--- config.mk ---
export PLATFORM = sky130hd
export DESIGN_NAME = ex_stage
export DESIGN_NICKNAME = d
export VERILOG_FILES = /design/src/verilog/ex_pkg.sv /design/src/verilog/ex_alu.sv /design/src/verilog/ex_branch.sv /design/src/verilog/ex_lsu.sv /design/src/verilog/ex_csr.sv /design/src/verilog/ex_stage.sv
export SDC_FILE = /design/constraint.sdc
export NUM_CORES = 1
export LEC_CHECK = 0
export ABC_CLOCK_PERIOD_IN_PS = 1300
export BUFFER_PORTS_ARGS = -buffer_cell sky130_fd_sc_hd__buf_2
export CELL_PAD_IN_SITES_DETAIL_PLACEMENT = 2
export CELL_PAD_IN_SITES_GLOBAL_PLACEMENT = 2
export CORE_AREA = 5 5 273 275
export DETAILED_ROUTE_END_ITERATION = 7
export DIE_AREA = 0 0 278 280
export PLACE_DENSITY_LB_ADDON = 0.15
export RECOVER_POWER = 25
export SYNTH_ARGS = -nofsm -noshare
export SYNTH_HDL_FRONTEND = slang
export SYNTH_HIERARCHICAL = 1
export SYNTH_SLANG_ARGS = --single-unit
--- constraint.sdc ---
create_clock -name clk -period 1.3 [get_ports clk]
set_clock_uncertainty 0.2 [all_clocks]
set_input_delay 0.13 -clock clk [delete_from_list [all_inputs] [get_ports clk]]
set_output_delay 0.13 -clock clk [all_outputs]
set_load 0.005 [all_outputs]
--- src/verilog/ex_pkg.sv ---
package ex_pkg;

	localparam int XLEN = 32;

	typedef logic [XLEN-1:0] word_t;
	typedef logic [4:0]      reg_addr_t;
	typedef logic [11:0]     csr_addr_t;
	typedef logic [6:0]      opcode_t;
	typedef logic [2:0]      funct3_t;

	localparam opcode_t OPC_OP     = 7'b0110011;
	localparam opcode_t OPC_OP_IMM = 7'b0010011;
	localparam opcode_t OPC_LOAD   = 7'b0000011;
	localparam opcode_t OPC_STORE  = 7'b0100011;
	localparam opcode_t OPC_BRANCH = 7'b1100011;
	localparam opcode_t OPC_JAL    = 7'b1101111;
	localparam opcode_t OPC_JALR   = 7'b1100111;
	localparam opcode_t OPC_LUI    = 7'b0110111;
	localparam opcode_t OPC_AUIPC  = 7'b0010111;
	localparam opcode_t OPC_SYSTEM = 7'b1110011;

	// Integer ops, OP and OP-IMM
	localparam funct3_t F3_ADD  = 3'b000;
	localparam funct3_t F3_SLL  = 3'b001;
	localparam funct3_t F3_SLT  = 3'b010;
	localparam funct3_t F3_SLTU = 3'b011;
	localparam funct3_t F3_XOR  = 3'b100;
	localparam funct3_t F3_SR   = 3'b101; // SRL and SRA share it
	localparam funct3_t F3_OR   = 3'b110;
	localparam funct3_t F3_AND  = 3'b111;

	localparam funct3_t F3_BEQ  = 3'b000;
	localparam funct3_t F3_BNE  = 3'b001;
	localparam funct3_t F3_BLT  = 3'b100;
	localparam funct3_t F3_BGE  = 3'b101;
	localparam funct3_t F3_BLTU = 3'b110;
	localparam funct3_t F3_BGEU = 3'b111;

	localparam funct3_t F3_LB  = 3'b000;
	localparam funct3_t F3_LH  = 3'b001;
	localparam funct3_t F3_LW  = 3'b010;
	localparam funct3_t F3_LBU = 3'b100;
	localparam funct3_t F3_LHU = 3'b101;

	localparam funct3_t F3_SB = 3'b000;
	localparam funct3_t F3_SH = 3'b001;
	localparam funct3_t F3_SW = 3'b010;

	localparam funct3_t F3_CSRRW  = 3'b001;
	localparam funct3_t F3_CSRRS  = 3'b010;
	localparam funct3_t F3_CSRRC  = 3'b011;
	localparam funct3_t F3_CSRRWI = 3'b101;
	localparam funct3_t F3_CSRRSI = 3'b110;
	localparam funct3_t F3_CSRRCI = 3'b111;

	typedef union packed {
		struct packed {
			logic [6:0] funct7;
			reg_addr_t  rs2;
			reg_addr_t  rs1;
			funct3_t    funct3;
			reg_addr_t  rd;
			opcode_t    opcode;
		} r_fmt;
		struct packed {
			logic [11:0] imm12;
			reg_addr_t   rs1; // Also the CSR uimm
			funct3_t     funct3;
			reg_addr_t   rd;
			opcode_t     opcode;
		} i_fmt;
		struct packed {
			logic [6:0] imm_hi;
			reg_addr_t  rs2;
			reg_addr_t  rs1;
			funct3_t    funct3;
			logic [4:0] imm_lo;
			opcode_t    opcode;
		} s_fmt;
	} rv_inst_u;

	typedef struct packed {
		rv_inst_u  inst;
		word_t     inst_addr;
		word_t     op1;
		word_t     op2;
		word_t     op1_jump;
		word_t     op2_jump;
		word_t     reg1_data;
		word_t     reg2_data;
		logic      reg_wr_en;
		reg_addr_t reg_wr_addr;
		logic      csr_wr_en;
		csr_addr_t csr_wr_addr;
		word_t     csr_data; // Current CSR value
	} ex_in_t;

	typedef struct packed {
		logic  req;
		logic  wr_en;
		word_t rd_addr;
		word_t wr_addr;
		word_t wdata;
	} mem_req_t;

	typedef struct packed {
		logic      reg_wr_en;
		reg_addr_t reg_wr_addr;
		word_t     reg_data;
		logic      csr_wr_en;
		csr_addr_t csr_wr_addr;
		word_t     csr_data;
	} wb_t;

	typedef struct packed {
		logic  flag;
		word_t addr;
	} jump_t;

endpackage

--- src/verilog/ex_alu.sv ---
module ex_alu import ex_pkg::*; (
	input  rv_inst_u inst_i,
	input  word_t    op1_i,
	input  word_t    op2_i,
	input  word_t    rs1_data_i,
	input  word_t    rs2_data_i,
	output word_t    result_o,
	output logic     lt_o,
	output logic     ltu_o
);

	logic       is_reg_op;
	logic       alt_op;
	logic [4:0] shamt;
	word_t      sum;
	word_t      diff;
	word_t      sra_res;

	assign is_reg_op = inst_i.r_fmt.opcode == OPC_OP; // Else OP-IMM
	assign alt_op    = inst_i.r_fmt.funct7[5]; // Inst bit 30

	// shamt field for immediates, rs2 for register shifts
	assign shamt = is_reg_op ? rs2_data_i[4:0] : inst_i.i_fmt.imm12[4:0];

	assign sum  = op1_i + op2_i;
	assign diff = op1_i - op2_i;

	assign lt_o  = $signed(op1_i) < $signed(op2_i);
	assign ltu_o = op1_i < op2_i;

	assign sra_res = word_t'($signed(rs1_data_i) >>> shamt); // Source equals op1

	always_comb begin
		case (inst_i.r_fmt.funct3)
			F3_ADD: begin
				if (is_reg_op && alt_op) begin
					result_o = diff;
				end else begin
					result_o = sum; // ADDI ignores bit 30
				end
			end
			F3_SLL:  result_o = rs1_data_i << shamt;
			F3_SLT:  result_o = {{(XLEN-1){1'b0}}, lt_o};
			F3_SLTU: result_o = {{(XLEN-1){1'b0}}, ltu_o};
			F3_XOR:  result_o = op1_i ^ op2_i;
			F3_SR: begin
				if (alt_op) begin
					result_o = sra_res;
				end else begin
					result_o = rs1_data_i >> shamt;
				end
			end
			F3_OR:   result_o = op1_i | op2_i;
			F3_AND:  result_o = op1_i & op2_i;
			default: result_o = '0;
		endcase
	end

endmodule

--- src/verilog/ex_branch.sv ---
module ex_branch import ex_pkg::*; (
	input  rv_inst_u inst_i,
	input  word_t    op1_i,
	input  word_t    op2_i,
	input  word_t    op1_jump_i,
	input  word_t    op2_jump_i,
	input  logic     lt_i,
	input  logic     ltu_i,
	output logic     taken_o,
	output word_t    target_o
);

	logic eq;

	assign eq = op1_i == op2_i;

	// PC-relative or register-relative, formed upstream
	assign target_o = op1_jump_i + op2_jump_i;

	always_comb begin
		case (inst_i.r_fmt.funct3)
			F3_BEQ:  taken_o = eq;
			F3_BNE:  taken_o = !eq;
			F3_BLT:  taken_o = lt_i;
			F3_BGE:  taken_o = !lt_i;
			F3_BLTU: taken_o = ltu_i;
			F3_BGEU: taken_o = !ltu_i;
			default: taken_o = 1'b0; // Reserved encodings
		endcase
	end

endmodule

--- src/verilog/ex_lsu.sv ---
module ex_lsu import ex_pkg::*; (
	input  rv_inst_u inst_i,
	input  word_t    rs1_data_i,
	input  word_t    rs2_data_i,
	input  word_t    mem_rdata_i,
	output word_t    addr_o,
	output word_t    load_data_o,
	output word_t    store_data_o
);

	word_t       imm_i;
	word_t       imm_s;
	logic        is_store;
	logic [7:0]  ld_byte;
	logic [15:0] ld_half;

	assign imm_i = {{(XLEN-12){inst_i.i_fmt.imm12[11]}}, inst_i.i_fmt.imm12};
	assign imm_s = {{(XLEN-12){inst_i.s_fmt.imm_hi[6]}},
		inst_i.s_fmt.imm_hi, inst_i.s_fmt.imm_lo};

	assign is_store = inst_i.s_fmt.opcode == OPC_STORE;
	assign addr_o   = rs1_data_i + (is_store ? imm_s : imm_i);

	always_comb begin
		case (addr_o[1:0])
			2'd0:    ld_byte = mem_rdata_i[7:0];
			2'd1:    ld_byte = mem_rdata_i[15:8];
			2'd2:    ld_byte = mem_rdata_i[23:16];
			default: ld_byte = mem_rdata_i[31:24];
		endcase
	end

	assign ld_half = addr_o[1] ? mem_rdata_i[31:16] : mem_rdata_i[15:0];

	always_comb begin
		case (inst_i.i_fmt.funct3)
			F3_LB:   load_data_o = {{(XLEN-8){ld_byte[7]}}, ld_byte};
			F3_LH:   load_data_o = {{(XLEN-16){ld_half[15]}}, ld_half};
			F3_LW:   load_data_o = mem_rdata_i;
			F3_LBU:  load_data_o = {{(XLEN-8){1'b0}}, ld_byte};
			F3_LHU:  load_data_o = {{(XLEN-16){1'b0}}, ld_half};
			default: load_data_o = '0;
		endcase
	end

	// Narrow stores overwrite one lane of the word read back
	always_comb begin
		store_data_o = mem_rdata_i;
		case (inst_i.s_fmt.funct3)
			F3_SB: begin
				store_data_o[{addr_o[1:0], 3'b000} +: 8] = rs2_data_i[7:0];
			end
			F3_SH: begin
				store_data_o[{addr_o[1], 4'b0000} +: 16] = rs2_data_i[15:0];
			end
			F3_SW: begin
				store_data_o = rs2_data_i;
			end
			default: begin
				store_data_o = '0;
			end
		endcase
	end

endmodule

--- src/verilog/ex_csr.sv ---
module ex_csr import ex_pkg::*; (
	input  rv_inst_u inst_i,
	input  word_t    rs1_data_i,
	input  word_t    csr_rdata_i,
	output word_t    csr_wdata_o
);

	word_t src;

	// Bit 2 of funct3 marks the uimm forms
	assign src = inst_i.i_fmt.funct3[2] ? {{(XLEN-5){1'b0}}, inst_i.i_fmt.rs1} : rs1_data_i;

	always_comb begin
		case (inst_i.i_fmt.funct3)
			F3_CSRRW, F3_CSRRWI: csr_wdata_o = src;
			F3_CSRRS, F3_CSRRSI: csr_wdata_o = csr_rdata_i | src;
			F3_CSRRC, F3_CSRRCI: csr_wdata_o = csr_rdata_i & ~src;
			default:             csr_wdata_o = '0; // ECALL and friends
		endcase
	end

endmodule

--- src/verilog/ex_stage.sv ---
module ex_stage import ex_pkg::*; (
	input  logic     clk,
	input  logic     arst_n_i,
	input  ex_in_t   ex_in_i,
	input  word_t    mem_rdata_i,
	input  logic     irq_i,
	input  word_t    irq_addr_i,
	output mem_req_t mem_o,
	output wb_t      wb_o,
	output jump_t    jump_o
);

	opcode_t  opcode;
	funct3_t  funct3;
	logic     is_load;
	logic     is_store;
	logic     is_branch;
	logic     is_jump;
	logic     is_system;
	logic     ld_ok;
	logic     st_ok;
	logic     csr_ok;
	word_t    alu_result;
	logic     lt;
	logic     ltu;
	logic     br_taken;
	word_t    br_target;
	word_t    ls_addr;
	word_t    load_data;
	word_t    store_data;
	word_t    csr_wdata;
	word_t    reg_data;
	mem_req_t mem_d;
	wb_t      wb_d;
	jump_t    jump_d;

	assign opcode = ex_in_i.inst.r_fmt.opcode;
	assign funct3 = ex_in_i.inst.r_fmt.funct3;

	assign is_load   = opcode == OPC_LOAD;
	assign is_store  = opcode == OPC_STORE;
	assign is_branch = opcode == OPC_BRANCH;
	assign is_jump   = (opcode == OPC_JAL) || (opcode == OPC_JALR);
	assign is_system = opcode == OPC_SYSTEM;

	assign ld_ok  = funct3 inside {F3_LB, F3_LH, F3_LW, F3_LBU, F3_LHU};
	assign st_ok  = funct3 inside {F3_SB, F3_SH, F3_SW};
	assign csr_ok = funct3 inside {F3_CSRRW, F3_CSRRS, F3_CSRRC,
		F3_CSRRWI, F3_CSRRSI, F3_CSRRCI};

	ex_alu u_alu (
		.inst_i     (ex_in_i.inst),
		.op1_i      (ex_in_i.op1),
		.op2_i      (ex_in_i.op2),
		.rs1_data_i (ex_in_i.reg1_data),
		.rs2_data_i (ex_in_i.reg2_data),
		.result_o   (alu_result),
		.lt_o       (lt),
		.ltu_o      (ltu)
	);

	ex_branch u_branch (
		.inst_i     (ex_in_i.inst),
		.op1_i      (ex_in_i.op1),
		.op2_i      (ex_in_i.op2),
		.op1_jump_i (ex_in_i.op1_jump),
		.op2_jump_i (ex_in_i.op2_jump),
		.lt_i       (lt),
		.ltu_i      (ltu),
		.taken_o    (br_taken),
		.target_o   (br_target)
	);

	ex_lsu u_lsu (
		.inst_i       (ex_in_i.inst),
		.rs1_data_i   (ex_in_i.reg1_data),
		.rs2_data_i   (ex_in_i.reg2_data),
		.mem_rdata_i  (mem_rdata_i),
		.addr_o       (ls_addr),
		.load_data_o  (load_data),
		.store_data_o (store_data)
	);

	ex_csr u_csr (
		.inst_i      (ex_in_i.inst),
		.rs1_data_i  (ex_in_i.reg1_data),
		.csr_rdata_i (ex_in_i.csr_data),
		.csr_wdata_o (csr_wdata)
	);

	always_comb begin
		case (opcode)
			OPC_OP, OPC_OP_IMM:           reg_data = alu_result;
			OPC_JAL, OPC_JALR, OPC_AUIPC: reg_data = ex_in_i.op1 + ex_in_i.op2; // Link or PC+imm
			OPC_LUI:                      reg_data = ex_in_i.op1;
			OPC_LOAD:                     reg_data = load_data;
			OPC_SYSTEM:                   reg_data = csr_ok ? ex_in_i.csr_data : '0;
			default:                      reg_data = '0;
		endcase
	end

	always_comb begin
		mem_d.req     = (is_load && ld_ok) || (is_store && st_ok);
		mem_d.wr_en   = is_store && st_ok;
		mem_d.rd_addr = mem_d.req ? ls_addr : '0;
		mem_d.wr_addr = mem_d.wr_en ? ls_addr : '0;
		mem_d.wdata   = mem_d.wr_en ? store_data : '0;

		wb_d.reg_wr_en   = ex_in_i.reg_wr_en;
		wb_d.reg_wr_addr = ex_in_i.reg_wr_addr;
		wb_d.reg_data    = reg_data;
		wb_d.csr_wr_en   = ex_in_i.csr_wr_en;
		wb_d.csr_wr_addr = ex_in_i.csr_wr_addr;
		wb_d.csr_data    = is_system ? csr_wdata : '0;

		jump_d.flag = is_jump || (is_branch && br_taken);
		jump_d.addr = jump_d.flag ? br_target : '0;

		// Interrupt kills all writes and redirects fetch
		if (irq_i) begin
			mem_d.req      = 1'b0;
			mem_d.wr_en    = 1'b0;
			wb_d.reg_wr_en = 1'b0;
			wb_d.csr_wr_en = 1'b0;
			jump_d.flag    = 1'b1;
			jump_d.addr    = irq_addr_i;
		end
	end

	always_ff @(posedge clk or negedge arst_n_i) begin
		if (!arst_n_i) begin
			mem_o  <= '0;
			wb_o   <= '0;
			jump_o <= '0;
		end else begin
			mem_o  <= mem_d;
			wb_o   <= wb_d;
			jump_o <= jump_d;
		end
	end

endmodule

==> results of run 1 <==
## per-stage QoR
stage	TNS [ns]	setup WS (ns)	instance area [um2]	std cells
after floorplan	-291.58	-2.736	25100	3006
after global placement	-398.24	-3.034	37550	5525
## cell families after synthesis
logic type | after synthesis
simple gates | 934
mux | 199
buf+inv | 351
xor+xnor | 140
flops | 214
compound gates | 974
fa+ha+maj | 194
## cell usage after synthesis, types with 22 or more instances
master	number	area share, %
sky130_fd_sc_hd__xor2_1	64	2.3
sky130_fd_sc_hd__xnor2_1	75	2.6
sky130_fd_sc_hd__nor3_1	67	1.4
sky130_fd_sc_hd__inv_1	162	2.4
sky130_fd_sc_hd__ha_1	189	9.5
sky130_fd_sc_hd__a21o_1	43	1.3
sky130_fd_sc_hd__a31oi_1	28	0.71
sky130_fd_sc_hd__dfrtp_1	214	22
sky130_fd_sc_hd__nand4_1	25	0.63
sky130_fd_sc_hd__a22o_1	62	2.2
sky130_fd_sc_hd__mux4_2	43	3.9
sky130_fd_sc_hd__a21oi_1	206	4.2
sky130_fd_sc_hd__buf_2	64	1.3
sky130_fd_sc_hd__o211ai_1	45	1.4
sky130_fd_sc_hd__nor2b_1	50	1.3
sky130_fd_sc_hd__o21ai_0	130	2.6
sky130_fd_sc_hd__nand2_1	277	4.2
sky130_fd_sc_hd__a211oi_1	58	1.8
sky130_fd_sc_hd__a22oi_1	76	2.3
sky130_fd_sc_hd__a221o_1	24	0.97
sky130_fd_sc_hd__clkbuf_1	97	1.5
sky130_fd_sc_hd__a222oi_1	22	0.89
sky130_fd_sc_hd__and3_1	28	0.71
sky130_fd_sc_hd__o21bai_1	24	0.73
sky130_fd_sc_hd__nand2b_1	50	1.3
sky130_fd_sc_hd__nand3_1	72	1.5
sky130_fd_sc_hd__and2_1	107	2.7
sky130_fd_sc_hd__nor4_1	25	0.63
sky130_fd_sc_hd__mux2i_1	141	5.7
sky130_fd_sc_hd__a221oi_1	23	0.81
sky130_fd_sc_hd__o31ai_1	30	0.91
sky130_fd_sc_hd__nor2_1	161	2.4
==> reports/summary.md, run 1 <==
Run status
• **run status** stopped before the end
• **stage reached** detailed placement
• **Log Error** [ERROR DPL-0033] detailed placement checks failed during check placement.

Synthesis
• **compound-cell area share of the yosys netlist** 28.15%
• **Synth Area in XOR/XNOR** 5.014%
• **number of flops mapped to enable cells by yosys** 0
• **most frequently used flop master after synthesis** sky130_fd_sc_hd__dfrtp_1
• **Post-Synthesis Cells** 3006
• **combinational family with the most area after synthesis** compound AO/OA/AOI/OAI gates
• **area of the mapped netlist** 0.02483 mm2
• **mux cell area share after synthesis** 10.28%
• **adder-cell share of the synthesized area** 9.927%
• **Cell variety after synth** 117
• **number of flip-flops and latches in the synthesized netlist** 214
• **Yosys Warn Count** 6
• **mean area per synthesized cell** 8.260 um2
• **share of flip-flops with an asynchronous set or reset** 100.0%
• **fraction of the mapped netlist area in simple logic gates** 19.04%
• **net count after synthesis** 3574
• **sequential element share of the synthesized area** 21.57%

Floorplanning
• **I/O pin count** 588
• **y dimension of the die** 280 um
• **width of the die** 278 um
• **initial standard-cell utilization of the core** 34.44%
• **number of core rows** 99

Placement
• **global placer's final weighted congestion** 1.054
• **placed wire-length estimate after detailed placement** 171700 um
• **number of port buffers** 555

==> inputs of run 2 (changes only) <==
--- a/config.mk
+++ b/config.mk
@@ -7,11 +7,9 @@
 export LEC_CHECK = 0
 export ABC_CLOCK_PERIOD_IN_PS = 1300
 export BUFFER_PORTS_ARGS = -buffer_cell sky130_fd_sc_hd__buf_2
-export CELL_PAD_IN_SITES_DETAIL_PLACEMENT = 2
-export CELL_PAD_IN_SITES_GLOBAL_PLACEMENT = 2
-export CORE_AREA = 5 5 273 275
+export CORE_AREA = 5 5 256 258
 export DETAILED_ROUTE_END_ITERATION = 7
-export DIE_AREA = 0 0 278 280
+export DIE_AREA = 0 0 261 263
 export PLACE_DENSITY_LB_ADDON = 0.15
 export RECOVER_POWER = 25
 export SYNTH_ARGS = -nofsm -noshare
==> run 2 against run 1 <==
Compared with the run above:
- the flow now finishes, with violations (negative hold slack, negative setup slack)
- synthesized cell count did not move
- area after synthesis did not move
==> reports/summary.md, run 2 <==
Layout
• **synthesis-to-finish area growth** 69.49%
• **register ranked first by flip-flop count** mem_o
• **highest-count cells in the layout ignoring fill and taps** sky130_fd_sc_hd__buf_4 (1071), sky130_fd_sc_hd__buf_2 (536), sky130_fd_sc_hd__nand2_1 (265)
• **Nets** 5350
• **max FFs per register** 98
• **Top Registers** mem_o x98, wb_o x83, jump_o x33
• **most frequent standard cell in the layout excluding fill and tap cells** sky130_fd_sc_hd__buf_4
• **Final Instance Area** 0.04208 mm2
• **share of post-route cells with drive strength above 1** 43.97%
• **number of fill cells** 5022

Synthesis
• **top cells by area in the synthesized netlist** sky130_fd_sc_hd__dfrtp_1 (22%), sky130_fd_sc_hd__ha_1 (9.5%), sky130_fd_sc_hd__mux2i_1 (5.7%)
• **net count after synthesis** 3574
• **mean area per synthesized cell** 8.260 um2
• **cell with the most instances after synthesis** sky130_fd_sc_hd__nand2_1
• **Cell variety after synth** 117
• **Post-Synthesis Cells** 3006
• **share of flip-flops with an asynchronous set or reset** 100.0%
• **most frequently used flop master after synthesis** sky130_fd_sc_hd__dfrtp_1
• **Yosys Warn Count** 6
• **number of flip-flops and latches in the synthesized netlist** 214
• **sequential element share of the synthesized area** 21.57%
• **Commonest cells post-synth** sky130_fd_sc_hd__nand2_1 (277), sky130_fd_sc_hd__dfrtp_1 (214), sky130_fd_sc_hd__a21oi_1 (206), sky130_fd_sc_hd__ha_1 (189), sky130_fd_sc_hd__inv_1 (162)
• **number of flops mapped to enable cells by yosys** 0
• **dominant cell type by area after synthesis** sky130_fd_sc_hd__dfrtp_1
• **area of the mapped netlist** 0.02483 mm2
• **area share of the leading cell type in the synthesized netlist** 21.57%

Detailed routing
• **number of detailed-route iterations in the first pass** 7
• **detail-routed net length per standard cell** 27.70 um
• **remaining routing DRC violations** 0
• **total detailed-routing wirelength** 156900 um
• **via-per-instance ratio** 6.114
• **Antenna Violating Nets Remaining** 0
• **overall via count from detail_route** 34.62k
• **drt initial violations** 4659

Clock network
• **Inserted Clock Buffers** 25
• **maximum clock insertion buffer count** 3
• **Max H-tree Level** 1
• **TritonCTS clock tree** yes
• **Root Buffer** sky130_fd_sc_hd__clkbuf_16
• **Sinks on Clock Net** 214
• **CTS clock-pin slew for the worst setup and hold paths** 0.07 ns

Timing
• **Final Cycle Share** 276.5%
• **WHS** -0.2070 ns
• **setup TNS after final layout** -335.35 ns
• **achievable clock frequency** 0.2782 GHz
• **number of hold-slack violations in the final timing report** 12
• **post-route minimum period** 3.595 ns
• **transition time at the pin with the least slew margin** 0.8908 ns
• **final setup slack of the worst path** -2.295 ns
• **number of max-slew violations in the final report** 0
• **setup violators final** 377
• **setup repair after global routing missed its margin** true
• **Slew HR** 39.86%

Power
• **share of power burned in the clock network** 24.9%
• **sequential share of power** 21.8%
• **leakage** 21.00 nW
• **peak supply drop** 0.001009 V
• **total net switching power** 0.01223 W
• **part of the power in combinational logic** 53.3%
• **internal power of the cells** 0.01908 W
• **switching power as a share of total power** 39.06%
• **PD cells** 743.9 mW/mm2
• **overall power consumption** 0.03131 W

Critical path
• **Worst EP required** 1.56 ns
• **launching element type of the critical path** primary input
• **worst path arrival time** 3.86 ns
• **maximum fanout along the worst path** 4
• **kind of critical path** primary input to flip-flop
• **crit path from** ex_in_i[281]
• **endpoint kind of the worst setup timing path** flip-flop

Placement
• **minimum setup slack after placement** -2.868 ns
• **number of port buffers** 555
• **global placer's final weighted congestion** 1.092
• **post-place instance area** 0.03702 mm2
• **placed wire-length estimate after detailed placement** 121000 um

Run status
• **violated checks** negative hold slack, negative setup slack
• **run status** complete, but fails checks

Floorplanning
• **number of core rows** 92
• **I/O pin count** 588
• **width of the die** 261 um
• **y dimension of the die** 263 um
• **initial standard-cell utilization of the core** 39.58%
• **Total Die Area** 0.06864 mm2
• **floorplan core area** 0.06274 mm2

Global routing
• **largest net degree at the start of global routing** 65
• **total routing usage reported by global routing** 41.40%
• **wire length of the first global-routing pass** 217500 um
• **number of antenna violations at the first check in global routing** 15
• **total congestion overflow** 0
• **number of global-route vias before repair** 33.82k

Run
• **Max Cap Viol** 0

Min path
• **Hold Crit Class** primary input to flip-flop
• **destination of the worst hold path** jump_o[1]
• **number of cells on the worst hold path** 3
• **Hold Startpoint** ex_in_i[116]

run 2: power by group through the flow:
stage / clock (W) / sequential, W / combinational [W]
after floorplan: 0 / 0.00695 / 0.00635
after global placement: 0 / 0.00695 / 0.0140
after detailed placement: 0 / 0.00695 / 0.0142
after CTS: 0.00772 / 0.00683 / 0.0152
after global routing: 0.00807 / 0.00684 / 0.0173
final: 0.00780 / 0.00683 / 0.0167
run 2: kinds of logic (layout without fill, tap and decap cells):
logic type / after synthesis / in the layout / synth area share [%]
compound gates: 974 / 974 / 28.15
simple gates: 934 / 934 / 19.04
buf+inv: 351 / 2146 / 6.022
flops: 214 / 214 / 21.57
mux: 199 / 199 / 10.28
fa+ha+maj: 194 / 194 / 9.927
xor+xnor: 140 / 140 / 5.014
other cells: 0 / 16 / 0
run 2: per-stage QoR:
step / hold slack [ns] / cells / utilization (%)
finish: -0.2070 / 5663 / 67.08
global route: -0.1999 / 5658 / 67.06
CTS: -0.2451 / 5617 / 65.04
detailed placement: -0.1409 / 5345 / 59.00
global placement: -0.1474 / 5345 / 59.00
floorplan: -0.3656 / 3006 / -
run 2: routing by layer:
| metal | GRT usage [%] | routed length [um] | vias to the layer above |
|---|---|---|---|
| met5 | 0 | 28 | - |
| met4 | 21.05 | 10510 | 4 |
| met3 | 11.36 | 19720 | 600 |
| met2 | 63.19 | 66800 | 2670 |
| met1 | 53.70 | 59830 | 16520 |
| li1 | - | - | 14820 |
run 2: worst max-delay path: stages:
cell                       delay (ns)
sky130_fd_sc_hd__buf_6           0.10
sky130_fd_sc_hd__nand4b_1        0.17
sky130_fd_sc_hd__or4_4           0.47
sky130_fd_sc_hd__buf_6           0.15
sky130_fd_sc_hd__mux2_4          0.32
sky130_fd_sc_hd__fa_2            0.70
sky130_fd_sc_hd__mux2_4          0.34
sky130_fd_sc_hd__mux2i_4         0.17
sky130_fd_sc_hd__nor2_2          0.07
sky130_fd_sc_hd__a21oi_2         0.17
sky130_fd_sc_hd__nor3_4          0.08
sky130_fd_sc_hd__a21o_1          0.18
sky130_fd_sc_hd__a22oi_1         0.19
sky130_fd_sc_hd__nor2_1          0.08
sky130_fd_sc_hd__a221oi_2        0.23
sky130_fd_sc_hd__o311a_1         0.22
sky130_fd_sc_hd__a22oi_1         0.08
run 2: area by class of cell:
type / instances / area [um2] / share of cell area (%)
multi-input combinational: 2441 / 19510 / 46.35
timing repair buffer: 1937 / 14630 / 34.76
sequential: 214 / 5356 / 12.73
tap: 846 / 1059 / 2.515
clock buffer: 34 / 709.4 / 1.686
inverter: 163 / 624.3 / 1.484
clock inverter: 12 / 162.7 / 0.3865
antenna: 16 / 40.04 / 0.09514
run 2: repair_timing:
action                                  in CTS  in global routing
buffers inserted                            21                 33
hold endpoints to repair                   372                 42
gates cloned                                 3                  2
endpoints found under the setup margin     383                381
gates resized for setup                    131                222
hold buffers                               205                  1
pin swaps                                   62                 83
run 2: worst max-delay path by stage:
| stage | slack (ns) | to | cells past startpoint |
|---|---|---|---|
| 2_1_floorplan | -2.74 | wb_o[69] | 19 |
| 3_3_place_gp | -2.89 | wb_o[69] | 18 |
| 3_5_place_dp | -2.87 | jump_o[12] | 21 |
| 4_1_cts | -2.13 | wb_o[76] | 17 |
| 5_1_grt | -2.32 | wb_o[69] | 18 |
| 6_report | -2.29 | wb_o[76] | 17 |
Note: power is estimated with default switching activity, not from simulation.
==> inputs of run 3 (changes only) <==
--- a/config.mk
+++ b/config.mk
@@ -5,7 +5,7 @@
 export SDC_FILE = /design/constraint.sdc
 export NUM_CORES = 1
 export LEC_CHECK = 0
-export ABC_CLOCK_PERIOD_IN_PS = 1300
+export ABC_CLOCK_PERIOD_IN_PS = 3600
 export BUFFER_PORTS_ARGS = -buffer_cell sky130_fd_sc_hd__buf_2
 export CORE_AREA = 5 5 256 258
 export DETAILED_ROUTE_END_ITERATION = 7
==> constraint.sdc (replaced) <==
create_clock -name clk -period 3.6 [get_ports clk]
set_clock_uncertainty 0.2 [all_clocks]
set_input_delay 0.36 -clock clk [delete_from_list [all_inputs] [get_ports clk]]
set_output_delay 0.36 -clock clk [all_outputs]
set_load 0.1 [all_outputs]
==> run 3 against run 2 <==
Compared with the run above:
- the flow finishes with violations (design-rule violations, max-capacitance violations, max-slew violations, negative setup slack)
- combinational power fell by 69%
- final area fell by 15%
- global-route usage fell by 3.8 points
- non-clock buffer count fell by 627
- worst hold slack improved by 0.23 ns
- core utilization fell by 10 points
- critical endpoint is now wb_o[71]
- wire length fell by 12%
- setup slack improved by 2.2 ns
- sequential cell count did not move
- sequential share of layout area rose by 2.3 points
==> reports/summary.md, run 3 (synthesized netlist as in run 2, its figures left out) <==
Detailed routing
• **Antenna Violating Nets Remaining** 0
• **via-per-instance ratio** 6.074
• **overall via count from detail_route** 30.54k
• **number of detailed-route iterations in the first pass** 8
• **total detailed-routing wirelength** 138500 um
• **remaining routing DRC violations** 1
• **drt initial violations** 4124
• **detail-routed net length per standard cell** 27.55 um

Placement
• **global placer's final weighted congestion** 1.086
• **placed wire-length estimate after detailed placement** 112400 um
• **number of port buffers** 555
• **number of placed cells counting well taps** 4833

Timing
• **post-route minimum period** 3.715 ns
• **setup TNS after final layout** -1.070 ns
• **number of max-slew violations in the final report** 147
• **setup repair after global routing missed its margin** true
• **achievable clock frequency** 0.2692 GHz
• **final setup slack of the worst path** -0.1149 ns
• **Final Cycle Share** 103.2%
• **transition time at the pin with the least slew margin** 2.815 ns
• **Slew HR** -87.67%
• **setup violators final** 35
• **number of hold-slack violations in the final timing report** 0

Clock network
• **Inserted Clock Buffers** 26
• **CTS clock-pin slew for the worst setup and hold paths** 0.06 ns
• **Sinks on Clock Net** 214
• **maximum clock insertion buffer count** 3
• **Root Buffer** sky130_fd_sc_hd__clkbuf_16
• **Max H-tree Level** 1
• **TritonCTS clock tree** yes

Min path
• **Hold Crit Class** primary input to flip-flop

Critical path
• **Worst EP required** 3.85 ns
• **worst path buffer plus inverter count** 3
• **maximum fanout along the worst path** 4
• **Largest stage delay, worst path** 0.63 ns
• **slowest library cell on the worst path** sky130_fd_sc_hd__fa_2
• **launching element type of the critical path** primary input
• **sequence of cells on the critical path** buf_6, nand4b_1, or4_4, mux2_4, ha_4, fa_2, mux2_4, mux2i_4, nor2_2, a21oi_2, nor3_4, buf_4, buf_6, a21o_1, a22oi_1, nor2_1, a221oi_1, o21ai_1
• **kind of critical path** primary input to flip-flop
• **worst path arrival time** 3.96 ns
• **cell family contributing the most delay on the critical path** multiplexers
• **endpoint kind of the worst setup timing path** flip-flop

Power
• **peak supply drop** 0.0003379 V
• **PD cells** 293.9 mW/mm2
• **leakage** 17.64 nW

Floorplanning
• **width of the die** 261 um
• **y dimension of the die** 263 um
• **number of core rows** 92
• **floorplan core area** 0.06274 mm2
• **I/O pin count** 588
• **initial standard-cell utilization of the core** 39.58%
• **Total Die Area** 0.06864 mm2

Global routing
• **GR Util met3** 8.385%
• **met1 usage** 51.25%
• **wire length of the first global-routing pass** 196800 um
• **number of antenna violations at the first check in global routing** 8
• **total congestion overflow** 0
• **total routing usage reported by global routing** 37.59%
• **number of global-route vias before repair** 29.78k
• **largest net degree at the start of global routing** 109
• **Most Crowded Layer GR** met2
• **met2 usage in global routing** 57.58%

Layout
• **Top Registers** mem_o x98, wb_o x83, jump_o x33
• **share of post-route cells with drive strength above 1** 34.60%
• **register ranked first by flip-flop count** mem_o
• **max FFs per register** 98
• **Nets** 4724
• **highest-count cells in the layout ignoring fill and taps** sky130_fd_sc_hd__buf_4 (603), sky130_fd_sc_hd__buf_2 (551), sky130_fd_sc_hd__nand2_1 (276)
• **number of fill cells** 5765
• **synthesis-to-finish area growth** 43.58%
• **final cell count without fillers** 5027
• **most frequent standard cell in the layout excluding fill and tap cells** sky130_fd_sc_hd__buf_4

Run status
• **violated checks** design-rule violations, max-capacitance violations, max-slew violations, negative setup slack
• **run status** complete, but fails checks

Run
• **Max Cap Viol** 2

run 3: final timing paths:
kind,from,endpoint,cells past startpoint
max,ex_in_i[281],wb_o[71],18
min,ex_in_i[293],wb_o[3],4
max in group asynchronous,arst_n_i,jump_o[2],3
min in group asynchronous,arst_n_i,mem_o[38],2
run 3: layout make-up:
cell class / instances / area, um2 / share of cell area (%)
clock inverter: 10 / 182.7 / 0.5124
multi-input combinational: 2441 / 18570 / 52.10
clock buffer: 36 / 738.2 / 2.071
tap: 846 / 1059 / 2.969
sequential: 214 / 5355 / 15.02
inverter: 163 / 611.8 / 1.716
antenna: 7 / 17.52 / 0.04913
timing repair buffer: 1310 / 9114 / 25.56
run 3: through the flow:
| step | power [W] | utilization (%) | worst slack [ns] | hold slack (ns) | area (um2) |
|---|---|---|---|---|---|
| after floorplan | 0.005103 | - | -0.6673 | -0.1356 | 24930 |
| after global placement | 0.007249 | 52.38 | -0.8126 | 0.2673 | 32860 |
| after detailed placement | 0.007275 | 52.38 | -0.8306 | 0.2693 | 32860 |
| after CTS | 0.01030 | 55.96 | -0.09330 | 0.0004139 | 35100 |
| after global routing | 0.01087 | 56.82 | -0.2803 | 0.01026 | 35650 |
| final | 0.01048 | 56.83 | -0.1149 | 0.01814 | 35650 |
run 3: repair_timing:
item,CTS,global route
endpoints found under the hold margin,216,0
setup endpoints to repair,48,63
pin swaps,7,22
gates cloned,0,3
resized for setup,20,93
setup buffers,7,14
hold buffers,118,0
run 3: routing by layer:
layer | part of all wire (%) | vias up
li1 | - | 13540
met1 | 41 | 14780
met2 | 43 | 1885
met3 | 11 | 321
met4 | 5.1 | 4
met5 | 0.020 | -
run 3: power by group:
part / total, W / internal [W] / switching, W
Sequential: 0.00247 / 0.00245 / 0.0000174
Clock: 0.00288 / 0.00172 / 0.00115
Combinational: 0.00514 / 0.00206 / 0.00307
